### src/logic/cam_pkg.sv
package cam_pkg;

	// ------------------------------
	// frame and counter sizes
	localparam int MSG_LENGTH = 64;          // bits per host frame
	localparam int BIT_CNT_WIDTH = 7;        // wide enough to hold 64
	localparam int ADC_WORD_BITS = 16;       // one control-port exchange
	localparam int HALF_PERIOD_CYCLES = 21;  // spi half period, sync and fifo pulse
	localparam int DELAY_WIDTH = 5;          // delay counter width

	// ------------------------------
	// opcodes
	localparam logic [7:0] OP_TEST          = 8'd0;   // test word readback
	localparam logic [7:0] OP_ADC_XFER      = 8'd1;   // adc control port exchange
	localparam logic [7:0] OP_ADC_SYNC      = 8'd2;   // adc sync pulse
	localparam logic [7:0] OP_FIFO_RST      = 8'd3;   // sample fifo reset
	localparam logic [7:0] OP_ACQ_START     = 8'd4;
	localparam logic [7:0] OP_ACQ_STOP      = 8'd5;
	localparam logic [7:0] OP_PB_WRITE      = 8'd7;   // power board
	localparam logic [7:0] OP_PB_READ       = 8'd8;
	localparam logic [7:0] OP_PB_READ_RS    = 8'd9;
	localparam logic [7:0] OP_SNS_WRITE     = 8'd10;  // sensor board
	localparam logic [7:0] OP_SNS_READ      = 8'd11;
	localparam logic [7:0] OP_SNS_READ_RS   = 8'd12;
	localparam logic [7:0] OP_PB_WORD_WRITE = 8'd13;  // fuel gauge word write
	localparam logic [7:0] OP_VERSION       = 8'd16;

	// fixed payloads
	localparam logic [7:0] TEST_PAY1 = 8'hAA;
	localparam logic [7:0] TEST_PAY0 = 8'h55;
	localparam logic [7:0] VER_MAJ = 8'h23;  // hardware rev 2.3
	localparam logic [7:0] VER_MIN = 8'hD0;  // development build

	// ------------------------------
	// types
	typedef enum logic [3:0] {
		I2C_WRITE      = 4'd0,
		I2C_READ       = 4'd1,
		I2C_READ_RS    = 4'd2,  // read with repeated start
		I2C_WORD_WRITE = 4'd3
	} i2c_kind_t;

	typedef struct packed {
		logic [7:0] stx;     // first on the wire
		logic [7:0] opcode;
		logic [7:0] arg1;
		logic [7:0] arg0;
		logic [7:0] pay1;
		logic [7:0] pay0;
		logic [7:0] cs;      // xor checksum, not checked
		logic [7:0] etx;
	} cam_frame_t;

	typedef struct packed {
		logic sck;
		logic n_cs;
		logic sdi;
		logic n_sync_in;
	} adc_pins_t;

	typedef struct packed {
		i2c_kind_t kind;
		logic start_pb;
		logic start_sns;
	} i2c_req_t;

	typedef struct packed {
		logic status;       // high while engine busy
		logic [7:0] data0;
		logic [7:0] data1;
	} i2c_rsp_t;

endpackage
### src/logic/cam_top.sv
`timescale 1ns/100ps

module cam_top (
	input  logic clk,
	input  logic n_reset,
	input  logic sck,                    // host link
	input  logic din,
	output logic dout,
	output logic ready,
	output cam_pkg::adc_pins_t adc,      // adc control port
	input  logic adc_sdo,
	output logic spi_fifo_rst,
	output logic acq_en,
	output cam_pkg::i2c_req_t i2c_req,   // i2c engine handshake
	input  cam_pkg::i2c_rsp_t i2c_pb,
	input  cam_pkg::i2c_rsp_t i2c_sns
);
	import cam_pkg::*;

	// ------------------------------
	// link <-> dispatch
	cam_frame_t rx_frame;
	cam_frame_t tx_frame;
	logic frame_valid;
	logic resp_valid;

	// dispatch <-> adc port
	logic adc_go;
	logic sync_go;
	logic adc_done;
	logic [ADC_WORD_BITS-1:0] adc_word;
	logic [ADC_WORD_BITS-1:0] adc_result;

	// dispatch <-> i2c request
	logic i2c_go;
	i2c_kind_t i2c_kind;
	logic i2c_board;
	logic i2c_done;
	logic [15:0] i2c_data;

	host_link u_link (
		.clk         (clk),
		.n_reset     (n_reset),
		.sck         (sck),
		.din         (din),
		.dout        (dout),
		.ready       (ready),
		.rx_frame    (rx_frame),
		.frame_valid (frame_valid),
		.tx_frame    (tx_frame),
		.resp_valid  (resp_valid)
	);

	cam_dispatch u_dispatch (
		.clk          (clk),
		.n_reset      (n_reset),
		.rx_frame     (rx_frame),
		.frame_valid  (frame_valid),
		.tx_frame     (tx_frame),
		.resp_valid   (resp_valid),
		.adc_go       (adc_go),
		.sync_go      (sync_go),
		.adc_word     (adc_word),
		.adc_done     (adc_done),
		.adc_result   (adc_result),
		.i2c_go       (i2c_go),
		.i2c_kind     (i2c_kind),
		.i2c_board    (i2c_board),
		.i2c_done     (i2c_done),
		.i2c_data     (i2c_data),
		.spi_fifo_rst (spi_fifo_rst),
		.acq_en       (acq_en)
	);

	adc_spi_port u_adc (
		.clk        (clk),
		.n_reset    (n_reset),
		.adc_go     (adc_go),
		.sync_go    (sync_go),
		.adc_word   (adc_word),
		.adc_done   (adc_done),
		.adc_result (adc_result),
		.adc        (adc),
		.adc_sdo    (adc_sdo)
	);

	i2c_request u_i2c (
		.clk       (clk),
		.n_reset   (n_reset),
		.i2c_go    (i2c_go),
		.i2c_kind  (i2c_kind),
		.i2c_board (i2c_board),
		.i2c_done  (i2c_done),
		.i2c_data  (i2c_data),
		.i2c_req   (i2c_req),
		.i2c_pb    (i2c_pb),
		.i2c_sns   (i2c_sns)
	);

endmodule

### src/logic/i2c_request.sv
`timescale 1ns/100ps

module i2c_request (
	input  logic clk,
	input  logic n_reset,
	input  logic i2c_go,
	input  cam_pkg::i2c_kind_t i2c_kind,
	input  logic i2c_board,              // 0 power board, 1 sensor board
	output logic i2c_done,
	output logic [15:0] i2c_data,        // data0, data1
	output cam_pkg::i2c_req_t i2c_req,
	input  cam_pkg::i2c_rsp_t i2c_pb,
	input  cam_pkg::i2c_rsp_t i2c_sns
);
	import cam_pkg::*;

	typedef enum logic [1:0] {
		REQ_IDLE,
		REQ_WAIT_HIGH,  // start held until engine busy
		REQ_WAIT_LOW    // engine working
	} req_state_t;

	req_state_t state;
	logic board_q;
	i2c_rsp_t rsp_sel;
	logic finish;

	assign rsp_sel = board_q ? i2c_sns : i2c_pb;
	assign finish = (state == REQ_WAIT_LOW) && !rsp_sel.status;

	// read data captured as the engine drops status
	always_ff @(posedge clk) begin
		if (finish)
			i2c_data <= {rsp_sel.data0, rsp_sel.data1};
	end

	always_ff @(posedge clk) begin
		if (!n_reset) begin
			state <= REQ_IDLE;
			board_q <= 1'b0;
			i2c_done <= 1'b0;
			i2c_req.kind <= I2C_WRITE;
			i2c_req.start_pb <= 1'b0;
			i2c_req.start_sns <= 1'b0;
		end else begin
			i2c_done <= 1'b0;
			case (state)
				REQ_IDLE: begin
					if (i2c_go) begin
						i2c_req.kind <= i2c_kind;               // held through the request
						board_q <= i2c_board;
						i2c_req.start_pb <= !i2c_board;
						i2c_req.start_sns <= i2c_board;
						state <= REQ_WAIT_HIGH;
					end
				end
				REQ_WAIT_HIGH: begin
					if (rsp_sel.status) begin                   // engine busy so drop start
						i2c_req.start_pb <= 1'b0;
						i2c_req.start_sns <= 1'b0;
						state <= REQ_WAIT_LOW;
					end
				end
				REQ_WAIT_LOW: begin
					if (finish) begin
						i2c_done <= 1'b1;
						state <= REQ_IDLE;
					end
				end
				default: state <= REQ_IDLE;
			endcase
		end
	end

	// start only drops once the addressed engine reports busy
	a_start_until_busy: assert property (@(posedge clk) disable iff (!n_reset)
		!($fell(i2c_req.start_pb) && !$past(i2c_pb.status)) &&
		!($fell(i2c_req.start_sns) && !$past(i2c_sns.status)))
		else $error("i2c_request: start dropped before the engine went busy");

endmodule

### src/logic/adc_spi_port.sv
`timescale 1ns/100ps

module adc_spi_port (
	input  logic clk,
	input  logic n_reset,
	input  logic adc_go,
	input  logic sync_go,
	input  logic [cam_pkg::ADC_WORD_BITS-1:0] adc_word,
	output logic adc_done,
	output logic [cam_pkg::ADC_WORD_BITS-1:0] adc_result,
	output cam_pkg::adc_pins_t adc,
	input  logic adc_sdo
);
	import cam_pkg::*;

	typedef enum logic [2:0] {
		ADC_IDLE,
		ADC_LEAD,   // n_cs low, before first rise
		ADC_HIGH,   // sck high half period
		ADC_LOW,    // sck low half period
		ADC_END,    // release n_cs
		ADC_SYNC    // n_sync_in pulse
	} adc_state_t;

	adc_state_t state;
	logic [DELAY_WIDTH-1:0] delay;
	logic [$clog2(ADC_WORD_BITS+1)-1:0] bit_cnt;
	logic [ADC_WORD_BITS-1:0] tx_shift;  // next sdi bit at [msb-1]
	logic delay_end;
	logic rise_now;

	assign delay_end = (delay == DELAY_WIDTH'(HALF_PERIOD_CYCLES - 1));
	assign rise_now = (state == ADC_LEAD || state == ADC_LOW) && delay_end;

	// ------------------------------
	// data shifters
	always_ff @(posedge clk) begin
		if (state == ADC_IDLE && adc_go)
			tx_shift <= adc_word;
		else if (state == ADC_HIGH && delay_end)
			tx_shift <= {tx_shift[ADC_WORD_BITS-2:0], 1'b0};
		if (rise_now)
			adc_result <= {adc_result[ADC_WORD_BITS-2:0], adc_sdo};   // sample at rise
	end

	// ------------------------------
	// exchange / sync fsm
	always_ff @(posedge clk) begin
		if (!n_reset) begin
			state <= ADC_IDLE;
			delay <= '0;
			bit_cnt <= '0;
			adc_done <= 1'b0;
			adc.sck <= 1'b0;
			adc.n_cs <= 1'b1;
			adc.sdi <= 1'b0;
			adc.n_sync_in <= 1'b1;
		end else begin
			adc_done <= 1'b0;
			case (state)
				ADC_IDLE: begin
					delay <= '0;
					if (adc_go) begin
						adc.n_cs <= 1'b0;
						adc.sdi <= adc_word[ADC_WORD_BITS-1];     // first bit ready
						bit_cnt <= '0;
						state <= ADC_LEAD;
					end else if (sync_go) begin
						adc.n_sync_in <= 1'b0;
						state <= ADC_SYNC;
					end
				end
				ADC_LEAD, ADC_LOW: begin
					delay <= delay + 1'b1;
					if (delay_end) begin
						delay <= '0;
						adc.sck <= 1'b1;
						bit_cnt <= bit_cnt + 1'b1;
						state <= ADC_HIGH;
					end
				end
				ADC_HIGH: begin
					delay <= delay + 1'b1;
					if (delay_end) begin
						delay <= '0;
						adc.sck <= 1'b0;
						if (bit_cnt == ADC_WORD_BITS) begin
							adc.sdi <= 1'b0;
							state <= ADC_END;
						end else begin
							adc.sdi <= tx_shift[ADC_WORD_BITS-2];    // next bit on fall
							state <= ADC_LOW;
						end
					end
				end
				ADC_END: begin
					adc.n_cs <= 1'b1;
					adc_done <= 1'b1;
					state <= ADC_IDLE;
				end
				ADC_SYNC: begin
					delay <= delay + 1'b1;
					// done goes out a cycle early so the response
					// lands with the n_sync_in release
					if (delay == DELAY_WIDTH'(HALF_PERIOD_CYCLES - 2))
						adc_done <= 1'b1;
					if (delay_end) begin
						adc.n_sync_in <= 1'b1;
						delay <= '0;
						state <= ADC_IDLE;
					end
				end
				default: state <= ADC_IDLE;
			endcase
		end
	end

	a_sck_in_cs: assert property (@(posedge clk) disable iff (!n_reset)
		$changed(adc.sck) |-> !adc.n_cs)
		else $error("adc_spi_port: sck moved with n_cs high");

endmodule

### src/logic/cam_dispatch.sv
`timescale 1ns/100ps

module cam_dispatch (
	input  logic clk,
	input  logic n_reset,
	input  cam_pkg::cam_frame_t rx_frame,
	input  logic frame_valid,
	output cam_pkg::cam_frame_t tx_frame,
	output logic resp_valid,
	output logic adc_go,
	output logic sync_go,
	output logic [cam_pkg::ADC_WORD_BITS-1:0] adc_word,
	input  logic adc_done,
	input  logic [cam_pkg::ADC_WORD_BITS-1:0] adc_result,
	output logic i2c_go,
	output cam_pkg::i2c_kind_t i2c_kind,
	output logic i2c_board,              // 0 power board, 1 sensor board
	input  logic i2c_done,
	input  logic [15:0] i2c_data,        // data0, data1
	output logic spi_fifo_rst,
	output logic acq_en
);
	import cam_pkg::*;

	typedef enum logic [1:0] {
		DSP_IDLE,
		DSP_ADC,    // exchange or sync in adc_spi_port
		DSP_FIFO,   // timing the fifo reset pulse
		DSP_I2C
	} dsp_state_t;

	dsp_state_t state;
	cam_frame_t frame_q;                 // response under construction
	logic [DELAY_WIDTH-1:0] fifo_delay;
	logic is_i2c;
	logic i2c_read_op;
	logic take;
	logic any_go;

	assign take = (state == DSP_IDLE) && frame_valid;   // new frame accepted
	assign tx_frame = frame_q;

	// go pulses ride the frame_valid cycle
	assign adc_go = take && (rx_frame.opcode == OP_ADC_XFER);
	assign sync_go = take && (rx_frame.opcode == OP_ADC_SYNC);
	assign i2c_go = take && is_i2c;
	assign adc_word = {rx_frame.arg1, rx_frame.arg0};     // arg1 goes out first
	assign any_go = adc_go | sync_go | i2c_go;

	// ------------------------------
	// i2c opcode decode
	always_comb begin
		is_i2c = 1'b1;
		i2c_board = 1'b0;
		i2c_kind = I2C_WRITE;
		case (rx_frame.opcode)
			OP_PB_WRITE:      i2c_kind = I2C_WRITE;
			OP_PB_READ:       i2c_kind = I2C_READ;
			OP_PB_READ_RS:    i2c_kind = I2C_READ_RS;
			OP_PB_WORD_WRITE: i2c_kind = I2C_WORD_WRITE;       // fuel gauge
			OP_SNS_WRITE:     i2c_board = 1'b1;
			OP_SNS_READ: begin
				i2c_board = 1'b1;
				i2c_kind = I2C_READ;
			end
			OP_SNS_READ_RS: begin
				i2c_board = 1'b1;
				i2c_kind = I2C_READ_RS;
			end
			default: is_i2c = 1'b0;
		endcase
	end

	// writes echo their payload, reads report the bus data
	assign i2c_read_op = frame_q.opcode inside {OP_PB_READ, OP_PB_READ_RS,
		OP_SNS_READ, OP_SNS_READ_RS};

	// ------------------------------
	// response frame and payload fill
	always_ff @(posedge clk) begin
		if (take) begin
			frame_q <= rx_frame;                               // stx..etx copied
			if (rx_frame.opcode == OP_TEST) begin
				frame_q.pay1 <= TEST_PAY1;
				frame_q.pay0 <= TEST_PAY0;
			end else if (rx_frame.opcode == OP_VERSION) begin
				frame_q.pay1 <= VER_MAJ;
				frame_q.pay0 <= VER_MIN;
			end
		end else if (state == DSP_ADC && adc_done && frame_q.opcode == OP_ADC_XFER) begin
			{frame_q.pay1, frame_q.pay0} <= adc_result;
		end else if (state == DSP_I2C && i2c_done && i2c_read_op) begin
			{frame_q.pay1, frame_q.pay0} <= i2c_data;
		end
	end

	// ------------------------------
	// opcode fsm
	always_ff @(posedge clk) begin
		if (!n_reset) begin
			state <= DSP_IDLE;
			resp_valid <= 1'b0;
			spi_fifo_rst <= 1'b0;
			acq_en <= 1'b0;
			fifo_delay <= '0;
		end else begin
			resp_valid <= 1'b0;
			case (state)
				DSP_IDLE: begin
					if (frame_valid) begin
						case (rx_frame.opcode)
							OP_ADC_XFER, OP_ADC_SYNC: state <= DSP_ADC;
							OP_FIFO_RST: begin
								spi_fifo_rst <= 1'b1;
								fifo_delay <= '0;
								state <= DSP_FIFO;
							end
							OP_ACQ_START: begin
								acq_en <= 1'b1;                        // samples into fifo
								resp_valid <= 1'b1;
							end
							OP_ACQ_STOP: begin
								acq_en <= 1'b0;
								resp_valid <= 1'b1;
							end
							default: begin
								if (is_i2c)
									state <= DSP_I2C;
								else
									resp_valid <= 1'b1;                    // test, version, echo
							end
						endcase
					end
				end
				DSP_ADC: begin
					if (adc_done) begin
						resp_valid <= 1'b1;
						state <= DSP_IDLE;
					end
				end
				DSP_FIFO: begin
					fifo_delay <= fifo_delay + 1'b1;
					if (fifo_delay == DELAY_WIDTH'(HALF_PERIOD_CYCLES - 1)) begin
						spi_fifo_rst <= 1'b0;
						resp_valid <= 1'b1;
						state <= DSP_IDLE;
					end
				end
				DSP_I2C: begin
					if (i2c_done) begin                          // may wait indefinitely
						resp_valid <= 1'b1;
						state <= DSP_IDLE;
					end
				end
				default: state <= DSP_IDLE;
			endcase
		end
	end

	// one operation per frame, nothing new until the response goes out
	a_one_go: assert property (@(posedge clk) disable iff (!n_reset)
		any_go |=> (!any_go throughout resp_valid[->1]))
		else $error("cam_dispatch: second go pulse before response");

endmodule

### src/logic/host_link.sv
`timescale 1ns/100ps

module host_link (
	input  logic clk,
	input  logic n_reset,
	input  logic sck,                    // host serial clock
	input  logic din,
	output logic dout,
	output logic ready,                  // response waiting for the host
	output cam_pkg::cam_frame_t rx_frame,
	output logic frame_valid,
	input  cam_pkg::cam_frame_t tx_frame,
	input  logic resp_valid
);
	import cam_pkg::*;

	typedef enum logic [1:0] {
		LINK_RX,    // shifting in a frame
		LINK_WAIT,  // dispatch busy, sck ignored
		LINK_TX     // host clocking out the response
	} link_state_t;

	link_state_t state;
	logic sck_meta;                      // first sync flop
	logic sck_sync;                      // second sync flop
	logic sck_rise;
	logic sck_fall;
	logic last_bit;
	logic [MSG_LENGTH-1:0] shift_reg;    // shared rx/tx frame, msb first
	logic [BIT_CNT_WIDTH-1:0] bit_cnt;

	// ------------------------------
	// sck synchronizer
	always_ff @(posedge clk) begin
		sck_meta <= sck;
		sck_sync <= sck_meta;
	end

	assign sck_rise = sck_meta & ~sck_sync;   // acted on at the second clk
	assign sck_fall = ~sck_meta & sck_sync;
	assign last_bit = (bit_cnt == BIT_CNT_WIDTH'(MSG_LENGTH));
	assign rx_frame = cam_frame_t'(shift_reg);

	// frame data, shifts in din on every active rise
	always_ff @(posedge clk) begin
		if (state == LINK_WAIT && resp_valid)
			shift_reg <= tx_frame;                            // load response
		else if (state != LINK_WAIT && sck_rise)
			shift_reg <= {shift_reg[MSG_LENGTH-2:0], din};
	end

	// ------------------------------
	// receive / respond fsm
	always_ff @(posedge clk) begin
		if (!n_reset) begin
			state <= LINK_RX;
			bit_cnt <= '0;
			dout <= 1'b0;
			ready <= 1'b0;
			frame_valid <= 1'b0;
		end else begin
			frame_valid <= 1'b0;                          // single cycle pulse
			case (state)
				LINK_RX: begin
					if (sck_rise)
						bit_cnt <= bit_cnt + 1'b1;
					if (sck_fall && last_bit) begin               // bit 64 done
						bit_cnt <= '0;
						frame_valid <= 1'b1;
						state <= LINK_WAIT;
					end
				end
				LINK_WAIT: begin
					if (resp_valid) begin
						ready <= 1'b1;
						state <= LINK_TX;
					end
				end
				LINK_TX: begin
					if (sck_rise) begin
						dout <= shift_reg[MSG_LENGTH-1];          // msb out first
						bit_cnt <= bit_cnt + 1'b1;
					end
					if (sck_fall && last_bit) begin
						dout <= 1'b0;                             // idle low between frames
						ready <= 1'b0;
						bit_cnt <= '0;
						state <= LINK_RX;
					end
				end
				default: state <= LINK_RX;
			endcase
		end
	end

	// dispatch must only answer a frame that was handed over
	a_resp_in_wait: assert property (@(posedge clk) disable iff (!n_reset)
		resp_valid |-> state == LINK_WAIT)
		else $error("host_link: resp_valid while not waiting");

endmodule

### config.mk
export PLATFORM = sky130hd
export DESIGN_NAME = cam_top
export DESIGN_NICKNAME = d
export VERILOG_FILES = /design/src/logic/cam_pkg.sv /design/src/logic/cam_top.sv /design/src/logic/i2c_request.sv /design/src/logic/adc_spi_port.sv /design/src/logic/cam_dispatch.sv /design/src/logic/host_link.sv
export SDC_FILE = /design/constraint.sdc
export NUM_CORES = 1
export LEC_CHECK = 0
export BUFFER_PORTS_ARGS = -buffer_cell sky130_fd_sc_hd__buf_4
export CAP_MARGIN = 20
export CELL_PAD_IN_SITES_DETAIL_PLACEMENT = 0
export CELL_PAD_IN_SITES_GLOBAL_PLACEMENT = 1
export CORE_MARGIN = 2
export CORE_UTILIZATION = 55
export CTS_BUF_LIST = sky130_fd_sc_hd__clkbuf_4 sky130_fd_sc_hd__clkbuf_8 sky130_fd_sc_hd__clkbuf_16
export CTS_CLUSTER_SIZE = 10
export DETAILED_ROUTE_END_ITERATION = 10
export GPL_ROUTABILITY_DRIVEN = 0
export HOLD_SLACK_MARGIN = 0.15
export PLACE_DENSITY_LB_ADDON = 0.05
export SYNTH_ARGS = -nofsm -noshare
export SYNTH_HDL_FRONTEND = slang
export SYNTH_SLANG_ARGS = --single-unit
### constraint.sdc
create_clock -name clk -period 9.6 [get_ports clk]
set_input_delay 1.44 -clock clk [delete_from_list [all_inputs] [get_ports clk]]
set_output_delay 1.44 -clock clk [all_outputs]
set_load 0.02 [all_outputs]
==> impl_metrics.json <==
{
  "vias": 5387,
  "p_leak_nw": 3.87,
  "postCtsHoldBufs": 0,
  "ys_seq_area_frac": 0.669,
  "grt_usage": 0.189,
  "sw_frac_of_total": 0.193,
  "stdcell_count": 951,
  "path_class": "reg2reg",
  "synth_compound_area_frac": 0.0522,
  "multi_input_area_sq_um": 2910,
  "cp.arrival_ps": 3600,
  "pwr_density_cell_nw_per_um2": 192,
  "die_area_sq_um": 18100,
  "final_nets": 758,
  "n_fill_cell": 1262,
  "cts_setup_buffers": 0,
  "hp-class": "reg2reg",
  "synth_top_area_frac": 0.562,
  "syn-cell-area_sq_um": 9350,
  "yosysMostFrequentCell": "edfxtp_1",
  "crit_required_ps": 10040,
  "yosysTopAreaCell": "edfxtp_1",
  "fp-row-count": 47,
  "pwr-share-clk": 0.451,
  "die_w_um": 134,
  "path_max_fanout": 60,
  "r2r_slack_ps": 6440,
  "synth_edf_count": 175,
  "rr_worst_depth": 7,
  "drtIter0Drc": 275,
  "r2r-start": "u_dispatch.state[1]",
  "finalClockSkew_ps": 13.4,
  "syn_avg_cell_area_sq_um": 14.2,
  "routed_wl_um": 16800,
  "fin_crit_sh": 0.329,
  "n_antenna_cell": 0,
  "cts.path.max_buffers": 3,
  "synthAdderAreaFrac": 0.0107,
  "synth_area_leaders": "edfxtp_1, mux2_2, dfxtp_1, mux2i_1, nand2_1",
  "clock.fmax_ghz": 0.316,
  "root_buffer": "clkbuf_16",
  "tritoncts": "built",
  "grt_pass1_vias": 5395,
  "synth_warnings": 0,
  "finalCoreUtilization": 0.649,
  "internal_power_w": 0.00167,
  "numPlacedInstances": 902,
  "antenna_found_initial": 0,
  "fin_setup_tns_ps": 0,
  "ff_latch_area_sq_um": 6260,
  "area_growth_pct": 15.0,
  "synth-main-ff-cell": "edfxtp_1",
  "hpwl_um": 10500,
  "holdCritStartpoint": "u_link.sck_meta",
  "setup_viol": 0,
  "syn-instance-count": 659,
  "drv_slew": 0,
  "die_h_um": 134,
  "final_layout_size_suffix_gt1_frac": 0.289,
  "startpoint_type": "flop",
  "relSlewSlack": 0.406,
  "min_path_cells": 0,
  "rsz0062_at_grt": "no",
  "cap_violations": 0,
  "min_to": "u_link.sck_sync",
  "synth_top_family_by_area": "multiplexers",
  "irDropWorstVdd_mv": 0.146,
  "yosysUniqueCellTypes": 58,
  "cts.sinks": 225,
  "synth-xor-area-share": 0.0122,
  "power_frac_seq": 0.520,
  "tightest_slew_ps": 891,
  "wl_per_cell_um": 17.6,
  "ant_nets": 0,
  "cts_resized": 0,
  "io_buffers": 50,
  "crit_start": "u_dispatch.state[1]",
  "synth-simple-area-share": 0.0948,
  "clk_latency_ps": 520,
  "outcome": "finished, final reports clean",
  "hold_violations": 0,
  "grt_max_degree": 67,
  "io_pins": 53,
  "cts_buffers": 26,
  "rr_endpoint": "u_adc.bit_cnt[1]",
  "grt_pass1_wl_um": 27400,
  "cts.htree.levels": 1,
  "p_sw_w": 0.000398,
  "synth-seq-cells": 225,
  "grt_overflow": 0,
  "end_kind": "flop",
  "p_comb_frac": 0.029,
  "initial_core_util": 0.564,
  "fin_crit_ps": 3160,
  "synth_async_sr_flop_share": 0,
  "via_per_inst": 5.66,
  "core_area_sq_um": 16600,
  "clk_pin_slew_ps": 50,
  "drc": 0,
  "synth_commonest_cells": "edfxtp_1, mux2_2, dfxtp_1",
  "drt_first_pass_iters": 5,
  "synth_mux_area_frac": 0.138
}
## per-layer routing
metal	share of wire	global-route usage	vias up
met5	0	0	-
met3	0.041	0.0295	36
met2	0.47	0.305	117
li1	-	-	2578
met1	0.47	0.272	2656
met4	0.022	0.0474	0
## area by class of cell
type                    instances  area share
multi-input cells             386       0.271
flip-flops and latches        225       0.582
clock buffers                  47      0.0768
well taps                     220      0.0256
repair buffers                 56      0.0394
clock inverters                 1    0.000349
inverters                      16     0.00558
## cells by family (layout without fill, tap and decap cells)
family | Yosys count | after routing
simple gates | 170 | 170
buf+inv | 49 | 120
compound gates | 76 | 76
other cells | 1 | 2
fa+ha+maj | 8 | 8
xor+xnor | 13 | 13
mux | 117 | 117
flops | 225 | 225
## worst max-delay path by stage
stage / endpoint / depth (start not counted)
after CTS: u_adc.bit_cnt[1] / 7
after floorplan: u_link.rx_frame[0] / 2
final: u_adc.bit_cnt[1] / 7
after detailed placement: u_i2c.i2c_data[3] / 3
after global routing: u_adc.bit_cnt[1] / 7
after global placement: u_i2c.i2c_data[5] / 3
## flip-flops by register name, summed over array words and instances (netlist names), 3 cells and up
register               cells
u_adc.adc                  4
u_dispatch.tx_frame       64
u_i2c.i2c_data            16
u_i2c.i2c_req              4
u_adc.tx_shift            15
u_adc.bit_cnt              5
u_adc.state                3
u_link.bit_cnt             7
u_dispatch.fifo_delay      5
u_link.rx_frame           64
u_adc.delay                5
u_adc.adc_result          16
## layout by cell type (no fill, tap or decap), types with 12 or more instances in the layout
master     count
inv_1         15
mux2i_1       20
mux2_2        97
clkbuf_16     27
o21ai_0       12
nand2_1       42
nor2_1        43
buf_4         55
clkbuf_4      20
edfxtp_1     175
a21oi_1       28
nand4_1       12
dfxtp_1       50
## metrics by stage
| stage | instance area [sq um] | setup WS, ps | hold WS (ps) | total power, W |
|---|---|---|---|---|
| 2_1_floorplan | 9360 | 4040 | 352 | 0.00113 |
| 3_3_place_gp | 9920 | 6420 | 359 | 0.00115 |
| 3_5_place_dp | 9920 | 6360 | 366 | 0.00115 |
| 4_1_cts | 10700 | 6420 | 374 | 0.00209 |
| 5_1_grt | 10800 | 6180 | 380 | 0.00213 |
| 6_report | 10800 | 6440 | 372 | 0.00206 |
## critical path, cell delays in order (launching register included)
cell,delay (ps)
dfxtp_1,410
or3b_1,740
inv_2,160
buf_4,630
nand2_1,290
nor4_1,490
o2111ai_1,200
a21oi_1,160
## power groups by stage
stage	clock, W	sequential (W)	combinational (W)
after floorplan	0	0.00109	0.0000405
after global placement	0	0.00109	0.0000578
after detailed placement	0	0.00109	0.0000597
after CTS	0.000953	0.00107	0.0000602
after global routing	0.000987	0.00107	0.0000661
final	0.000932	0.00107	0.0000595
Note: power is estimated with default switching activity, not from simulation.
